<file path="src/common/mem_pkg.sv">
/*
 * memory path shared definitions
 * register offsets, reset values and AXI response codes for the
 * configuration block, plus the control register word layout
 */
`default_nettype none

package mem_pkg;

	// register map, byte offsets on the AXI side
	localparam logic [11:0] ctrl_offset  = 12'h000;
	localparam logic [11:0] count_offset = 12'h004;

	// overlay on at power up so the boot code shows at 0
	// mirror off, one chip block present
	localparam logic [31:0] ctrl_reset = 32'h0000_0008;

	// AXI response codes
	localparam logic [1:0] resp_okay   = 2'b00;
	localparam logic [1:0] resp_slverr = 2'b10;

	// control register
	// raw view is what the AXI side writes under byte strobes,
	// field view is what the bank decoder looks at
	typedef union packed {
		logic [31:0] raw;
		struct packed {
			// unused, kept writable
			logic [27:0] reserved;
			// boot overlay of kickstart at chip block 0
			logic        ovl;
			// kickstart mirror at F8xxxx
			logic        mirror_en;
			// chip blocks present, minus one
			logic [1:0]  chipram_size;
		} f;
	} mem_ctrl_u;

endpackage

`default_nettype wire

</file>
<file path="src/hdl/bank_decoder.sv">
/*
 * bank decoder
 * sorts a 68000 word address into one of the eight memory bank
 * selects, using overlay, mirror and chip RAM size from the
 * control register
 */
`default_nettype none

module bank_decoder (
	// bus word address
	input  logic [23:1]       address_in,
	// control register, field view used here
	input  mem_pkg::mem_ctrl_u cfg_word,
	// one hot bank selects, bit 5 goes along with a chip block
	output logic [7:0]        bank
);

	// region hits
	logic       kick_region;
	logic       chip_region;
	logic       slow_region;
	// chip block number within the 2 MB chip space
	logic [1:0] blk;
	// kickstart mirror takes the lower half of F8-FF
	logic       mirror_hit;

	// F8xxxx to FFxxxx
	assign kick_region = &address_in[23:19];
	// 000000 to 1FFFFF
	assign chip_region = (address_in[23:21] == 3'b000);
	// C00000 to C7FFFF
	assign slow_region = (address_in[23:19] == 5'b11000);

	assign blk = address_in[20:19];

	// only with overlay off, and only F8-FB
	assign mirror_hit = cfg_word.f.mirror_en && !cfg_word.f.ovl && !address_in[18];

	always_comb begin
		bank = 8'h00;
		if (kick_region) begin
			// mirror or plain kickstart
			if (mirror_hit)
				bank[6] = 1'b1;
			else
				bank[7] = 1'b1;
		end else if (chip_region) begin
			if (cfg_word.f.ovl && blk == 2'd0) begin
				// boot overlay hides chip block 0
				bank[7] = 1'b1;
			end else if (blk <= cfg_word.f.chipram_size) begin
				// present chip block plus shared chip flag
				bank[blk] = 1'b1;
				bank[5]   = 1'b1;
			end
			// blocks above chipram_size stay unselected
		end else if (slow_region) begin
			bank[4] = 1'b1;
		end
		// anything else is unmapped
	end

endmodule

`default_nettype wire

</file>
<file path="src/sram_bridge/sram_bridge.sv">
/*
 * SRAM bridge
 * combinational strobes for an asynchronous 16-bit SRAM, remap of
 * the upper address bits into physical SRAM space and read data mux
 */
`default_nettype none

module sram_bridge (
	// bank selects from the decoder
	input  logic [7:0]  bank,
	// bus side
	input  logic [23:1] address_in,
	input  logic [15:0] data_in,
	output logic [15:0] data_out,
	input  logic        rd,
	input  logic        hwr,
	input  logic        lwr,
	// SRAM side, strobes active low
	output logic        _bhe,
	output logic        _ble,
	output logic        _we,
	output logic        _oe,
	output logic [22:1] address,
	output logic [15:0] data,
	input  logic [15:0] ramdata_in,
	// completed access, to the counter
	output logic        access
);

	// any bank selected means a memory cycle
	logic enable;

	assign enable = |bank;

	// write strobe when either byte lane writes
	assign _we = !(enable && (hwr || lwr));

	// output enable for reads
	assign _oe = !(enable && rd);

	// byte lanes
	assign _bhe = !(enable && hwr);
	assign _ble = !(enable && lwr);

	// low bits go straight through
	assign address[17:1] = address_in[17:1];

	// upper bits, first match wins
	always_comb begin
		if (bank[6]) begin
			// mirror, F8-FB maps onto FC-FF
			address[22:18] = 5'b11111;
		end else if (bank[7]) begin
			// kickstart, also boot overlay
			address[22:18] = {4'b1111, address_in[18]};
		end else if (bank[5]) begin
			// chip block number from the one hot selects
			address[22:18] = {2'b00, bank[3] | bank[2], bank[3] | bank[1],
				address_in[18]};
		end else begin
			// slow RAM and the rest pass through
			address[22:18] = address_in[22:18];
		end
	end

	// zero when not reading from SRAM
	assign data_out = (enable && rd) ? ramdata_in : 16'h0000;

	// separate write data port, no tri-state
	assign data = data_in;

	// counted once per cycle with a selected bank and a strobe
	assign access = enable && (rd || hwr || lwr);

endmodule

`default_nettype wire

</file>
<file path="src/sram_bridge/bridge_config_regs.sv">
/*
 * bridge configuration registers
 * AXI4-Lite slave with the control word (overlay, mirror, chip RAM
 * size) and a 32-bit counter of completed memory accesses
 */
`default_nettype none

module bridge_config_regs (
	input  logic               clk,
	input  logic               reset,
	// write address
	input  logic [11:0]        awaddr,
	input  logic               awvalid,
	output logic               awready,
	// write data
	input  logic [31:0]        wdata,
	input  logic [3:0]         wstrb,
	input  logic               wvalid,
	output logic               wready,
	// write response
	output logic [1:0]         bresp,
	output logic               bvalid,
	input  logic               bready,
	// read address
	input  logic [11:0]        araddr,
	input  logic               arvalid,
	output logic               arready,
	// read data
	output logic [31:0]        rdata,
	output logic [1:0]         rresp,
	output logic               rvalid,
	input  logic               rready,
	// memory access strobe from the bridge
	input  logic               access,
	// control word to the decoder
	output mem_pkg::mem_ctrl_u cfg_word
);

	mem_pkg::mem_ctrl_u ctrl;
	logic [31:0]        count;
	// handshake edges
	logic               wr_fire;
	logic               rd_fire;
	// write offset decode
	logic               wr_ctrl;
	logic               wr_count;

	assign wr_fire  = awready && awvalid && wready && wvalid;
	assign rd_fire  = arready && arvalid;
	assign wr_ctrl  = wr_fire && (awaddr == mem_pkg::ctrl_offset);
	assign wr_count = wr_fire && (awaddr == mem_pkg::count_offset);

	// write channel
	// accept address and data together then hold bvalid until bready
	always_ff @(posedge clk) begin
		if (reset) begin
			awready <= 1'b0;
			wready  <= 1'b0;
			bvalid  <= 1'b0;
		end else begin
			// one cycle ready pulse unless a response is pending
			awready <= !awready && !bvalid && awvalid && wvalid;
			wready  <= !awready && !bvalid && awvalid && wvalid;
			if (wr_fire)
				bvalid <= 1'b1;
			else if (bready)
				bvalid <= 1'b0;
		end
	end

	// response code for the accepted offset
	always_ff @(posedge clk) begin
		if (wr_fire)
			bresp <= (wr_ctrl || wr_count) ? mem_pkg::resp_okay
				: mem_pkg::resp_slverr;
	end

	// control word written per byte lane
	always_ff @(posedge clk) begin
		if (reset) begin
			ctrl.raw <= mem_pkg::ctrl_reset;
		end else if (wr_ctrl) begin
			for (int i = 0; i < 4; i++) begin
				if (wstrb[i])
					ctrl.raw[8*i +: 8] <= wdata[8*i +: 8];
			end
		end
	end

	// access counter cleared by a write of any value
	always_ff @(posedge clk) begin
		if (reset)
			count <= 32'h0;
		else if (wr_count)
			count <= 32'h0;
		else if (access)
			count <= count + 32'd1;
	end

	// read channel
	always_ff @(posedge clk) begin
		if (reset) begin
			arready <= 1'b0;
			rvalid  <= 1'b0;
		end else begin
			arready <= !arready && !rvalid && arvalid;
			if (rd_fire)
				rvalid <= 1'b1;
			else if (rready)
				rvalid <= 1'b0;
		end
	end

	// read data captured at the address handshake and held while rvalid
	always_ff @(posedge clk) begin
		if (rd_fire) begin
			if (araddr == mem_pkg::ctrl_offset) begin
				rdata <= ctrl.raw;
				rresp <= mem_pkg::resp_okay;
			end else if (araddr == mem_pkg::count_offset) begin
				rdata <= count;
				rresp <= mem_pkg::resp_okay;
			end else begin
				// unmapped offset
				rdata <= 32'h0;
				rresp <= mem_pkg::resp_slverr;
			end
		end
	end

	assign cfg_word = ctrl;

endmodule

`default_nettype wire

</file>
<file path="src/hdl/chipset_memory.sv">
/*
 * chipset memory path top
 * bank decoder, SRAM bridge and AXI4-Lite configuration block
 */
`default_nettype none

module chipset_memory (
	input  logic        clk,
	input  logic        reset,
	// AXI4-Lite configuration port
	input  logic [11:0] awaddr,
	input  logic        awvalid,
	output logic        awready,
	input  logic [31:0] wdata,
	input  logic [3:0]  wstrb,
	input  logic        wvalid,
	output logic        wready,
	output logic [1:0]  bresp,
	output logic        bvalid,
	input  logic        bready,
	input  logic [11:0] araddr,
	input  logic        arvalid,
	output logic        arready,
	output logic [31:0] rdata,
	output logic [1:0]  rresp,
	output logic        rvalid,
	input  logic        rready,
	// bus master side
	input  logic [23:1] address_in,
	input  logic [15:0] data_in,
	output logic [15:0] data_out,
	input  logic        rd,
	input  logic        hwr,
	input  logic        lwr,
	// SRAM side
	output logic        _bhe,
	output logic        _ble,
	output logic        _we,
	output logic        _oe,
	output logic [22:1] address,
	output logic [15:0] data,
	input  logic [15:0] ramdata_in
);

	// decoder to bridge
	logic [7:0]         bank;
	// configuration to decoder
	mem_pkg::mem_ctrl_u cfg_word;
	// bridge to counter
	logic               access;

	bank_decoder u_bank_decoder (
		.address_in (address_in),
		.cfg_word   (cfg_word),
		.bank       (bank)
	);

	sram_bridge u_sram_bridge (
		.bank       (bank),
		.address_in (address_in),
		.data_in    (data_in),
		.data_out   (data_out),
		.rd         (rd),
		.hwr        (hwr),
		.lwr        (lwr),
		._bhe       (_bhe),
		._ble       (_ble),
		._we        (_we),
		._oe        (_oe),
		.address    (address),
		.data       (data),
		.ramdata_in (ramdata_in),
		.access     (access)
	);

	bridge_config_regs u_bridge_config_regs (
		.clk      (clk),
		.reset    (reset),
		.awaddr   (awaddr),
		.awvalid  (awvalid),
		.awready  (awready),
		.wdata    (wdata),
		.wstrb    (wstrb),
		.wvalid   (wvalid),
		.wready   (wready),
		.bresp    (bresp),
		.bvalid   (bvalid),
		.bready   (bready),
		.araddr   (araddr),
		.arvalid  (arvalid),
		.arready  (arready),
		.rdata    (rdata),
		.rresp    (rresp),
		.rvalid   (rvalid),
		.rready   (rready),
		.access   (access),
		.cfg_word (cfg_word)
	);

endmodule

`default_nettype wire

</file>
<file path="config.mk">
export PLATFORM = sky130hd
export DESIGN_NAME = chipset_memory
export DESIGN_NICKNAME = d
export VERILOG_FILES = /design/src/common/mem_pkg.sv /design/src/hdl/bank_decoder.sv /design/src/sram_bridge/sram_bridge.sv /design/src/sram_bridge/bridge_config_regs.sv /design/src/hdl/chipset_memory.sv
export SDC_FILE = /design/constraint.sdc
export NUM_CORES = 1
export LEC_CHECK = 0
export ABC_AREA = 1
export BUFFER_PORTS_ARGS = -buffer_cell sky130_fd_sc_hd__buf_2
export CAP_MARGIN = 0
export CORE_MARGIN = 2
export CORE_UTILIZATION = 35
export CTS_CLUSTER_SIZE = 30
export DETAILED_ROUTE_END_ITERATION = 12
export PLACE_DENSITY = 0.7
export SYNTH_ARGS = -nofsm -noshare
export SYNTH_HDL_FRONTEND = slang
export SYNTH_SLANG_ARGS = --single-unit
</file>
<file path="constraint.sdc">
create_clock -name clk -period 1.77 [get_ports clk]
set_clock_uncertainty 0.1 [all_clocks]
set_input_delay 0.2655 -clock clk [delete_from_list [all_inputs] [get_ports clk]]
set_output_delay 0.2655 -clock clk [all_outputs]
set_load 0.005 [all_outputs]
</file>
==> summary.md <==
| Metric | Value |
|---|---|
| Final Instance Area | 6750 um^2 |
| P_leak | 2.73 nW |
| # port buffers | 155 |
| H-tree levels | 3 |
| Unique masters post-synth | 31 |
| Residual DRC count | 0 |
| CTS max path bufs | 2 |
| Root buffer cell | clkbuf_16 |
| Hold Vio Cnt, Final | 0 |
| Reg area | 2380 um^2 |
| Total Routing Usage GR | 0.177 |
| Remaining Overflow, GRT | 0 |
| Fillcell total | 1512 |
| Pwr dens | 698 nW/um^2 |
| Ys flop type | dfxtp_1 |
| Async S/R FF share, synth | 0 |
| DPL Wire Length | 10.8 mm |
| First-pass GRT wire length | 23.3 mm |
| Area of the multi-input gates | 2340 um^2 |
| Unrepaired setup endpoints after global routing | true |
| Finished Core Util | 0.446 |
| Peak VDD IR | 0.000408 V |
| Core Footprint | 15100 um^2 |
| Area leader, netlist | dfxtp_1 |
| Post-Synthesis Cell Area | 5390 um^2 |
| # nets final | 1016 |
| Initial drt markers | 498 |
| DRT Wirelength | 14.6 mm |
| Synthesized area per cell | 7.28 um^2 |
| Clock Sinks | 102 |
| Crit. End Element | output pin |
| Status | finished with violations |
| Largest cells by area after synthesis | dfxtp_1 25%, edfxtp_1 19%, nand2_1 12% |
| Max cap viols | 0 |
| Die Y | 128 um |
| Die ar. | 16400 um^2 |
| Peak Freq | 463 MHz |
| Critical path class | register to output pin |
| HP Class | input pin to register |
| Share of cells above drive strength 1 | 0.264 |
| Routed len/inst | 13.5 um |
| Post-synthesis cell count | 741 |
| CP arrival | 1.79 ns |
| Max FO, Critical Path | 8 |
| Die width | 128 um |
| Proportion of netlist area held by the largest area contributor | 0.252 |
| Placement Cell Area | 6370 um^2 |
| Vias/cell | 4.86 |
| Min Hold Slack | 0.0242 ns |
| Clk_lat worst skew | 0.34 ns |
| Final Critical Period | 2.16 ns |
| Vias in the first global route | 4905 |
| Antenna Nets Post-Route | 0 |
| CTS tree | built |
| Initial antenna violation count | 0 |
| # diodes | 0 |
| Critical path data required time | 1.40 ns |
| Critical path startpoint category | register |
| # rows | 45 |
| Initial core utilization | 0.356 |
| Pre-antenna DRT Iters | 6 |
| Clock transition at the registers of the reported paths | 0.07 ns |
| Post-synthesis sequential area ratio | 0.442 |
| Final Cycle Share | 1.22 |
| CTS Buf Count | 9 |
| Max-slew violations | 0 |
| Failing checks | negative setup slack |
| Ports | 224 |
| Largest net degree at the start of global routing | 34 |
| Warnings from Yosys | 0 |
| Final WS setup | -0.390 ns |
| EDFF count, synth | 34 |
| Setup violators final | 52 |
| Area growth from synthesis to layout | 25.2% |
| Gp weighted congestion | 0.987 |
| Synthesized flop and latch total | 102 |
| Vias after detailed routing | 5250 |
## path summary, 6_finish.rpt
check / from / to / slack (ns) / cells past startpoint
max reg2reg: u_bridge_config_regs.cfg_word[1] / u_bridge_config_regs.count[5] / -0.20 / 12
min: reset / u_bridge_config_regs.awready / 0.02 / 2
min reg2reg: u_bridge_config_regs.arready / u_bridge_config_regs.arready / 0.35 / 1
max: u_bridge_config_regs.cfg_word[1] / data_out[15] / -0.39 / 10
## critical path, stage by stage, from the launching register on
cell and delay, ns:
dfxtp_2 0.32, inv_2 0.04, ha_4 0.26, inv_2 0.03, nor2_2 0.07, o21ai_1 0.06
nand2_1 0.11, nand3_4 0.21, nand2_4 0.18, nor2_1 0.06, buf_2 0.12
## final cells by class
type	instances	area share
timing repair buffer	197	0.170
tap	188	0.0348
inverter	99	0.0550
clock inverter	6	0.00685
sequential	102	0.353
multi-input combinational	479	0.347
clock buffer	10	0.0339
## where the power goes
group | internal [mW] | switching [mW]
logic | 0.183 | 0.225
clock network | 0.970 | 0.895
registers | 2.43 | 0.0106
total | 3.58 | 1.13
## synthesized netlist by cell type, types with 3 or more instances
| library cell | n |
|---|---|
| a21oi_1 | 65 |
| buf_2 | 14 |
| buf_4 | 36 |
| clkbuf_1 | 12 |
| dfxtp_1 | 68 |
| edfxtp_1 | 34 |
| ha_1 | 3 |
| inv_1 | 99 |
| nand2_1 | 170 |
| nand3_1 | 61 |
| nor2_1 | 75 |
| nor3_1 | 3 |
| o21ai_0 | 41 |
| o22ai_1 | 28 |
| xor2_1 | 10 |
## repair_timing
action                     4_1_cts  5_1_grt
cloned                           2        0
hold buffers                     0        0
pin swaps                        7        7
buffers inserted                 2        0
setup endpoints to repair       55       56
resized for setup                9       11
## per-layer routing
| metal | part of all wire | wire length, um | GRT usage | up-vias |
|---|---|---|---|---|
| met5 | 0 | 0 | 0 | - |
| met2 | 0.48 | 6990 | 0.303 | 202 |
| li1 | - | - | - | 2656 |
| met4 | 0.023 | 342 | 0.0556 | 0 |
| met1 | 0.43 | 6330 | 0.227 | 2367 |
| met3 | 0.064 | 941 | 0.0330 | 25 |
## through the flow
stage / setup TNS [ns] / setup WS, ns / instances / power, mW
2_1_floorplan: 0 / 0.00159 / 742 / 2.71
3_3_place_gp: -3.75 / -0.121 / 1061 / 2.87
3_5_place_dp: -5.75 / -0.186 / 1061 / 2.87
4_1_cts: -12.69 / -0.382 / 1081 / 4.75
5_1_grt: -18.61 / -0.478 / 1081 / 4.90
6_report: -12.96 / -0.390 / 1081 / 4.71
## registers in the layout, summed over array words and instances (netlist names)
register,count
u_bridge_config_regs.bvalid,1
u_bridge_config_regs.awready,1
u_bridge_config_regs.cfg_word,32
u_bridge_config_regs.bresp,1
u_bridge_config_regs.rdata,32
u_bridge_config_regs.arready,1
u_bridge_config_regs.count,32
u_bridge_config_regs.rvalid,1
u_bridge_config_regs.rresp,1
## placed cells by master, fill, tap and decap left out, types with 9 or more instances in the layout
cell and count:
nand3_1 61, nand2_1 170, o21ai_0 40, dfxtp_1 66, edfxtp_1 34, xor2_1 10
inv_1 97, o22ai_1 28, buf_2 155, a21oi_1 65, buf_4 37, clkbuf_16 9
nor2_1 68
## kinds of logic (layout without fill, tap and decap cells)
kind of cell	after synthesis	in the layout	share of synthesized area
compound gates	137	137	0.136
simple gates	324	326	0.255
buf+inv	163	312	0.142
other cells	1	2	0.000695
xor+xnor	11	11	0.0179
flops	102	102	0.442
fa+ha+maj	3	3	0.00696
No activity file was read; power rests on OpenSTA's default activity.
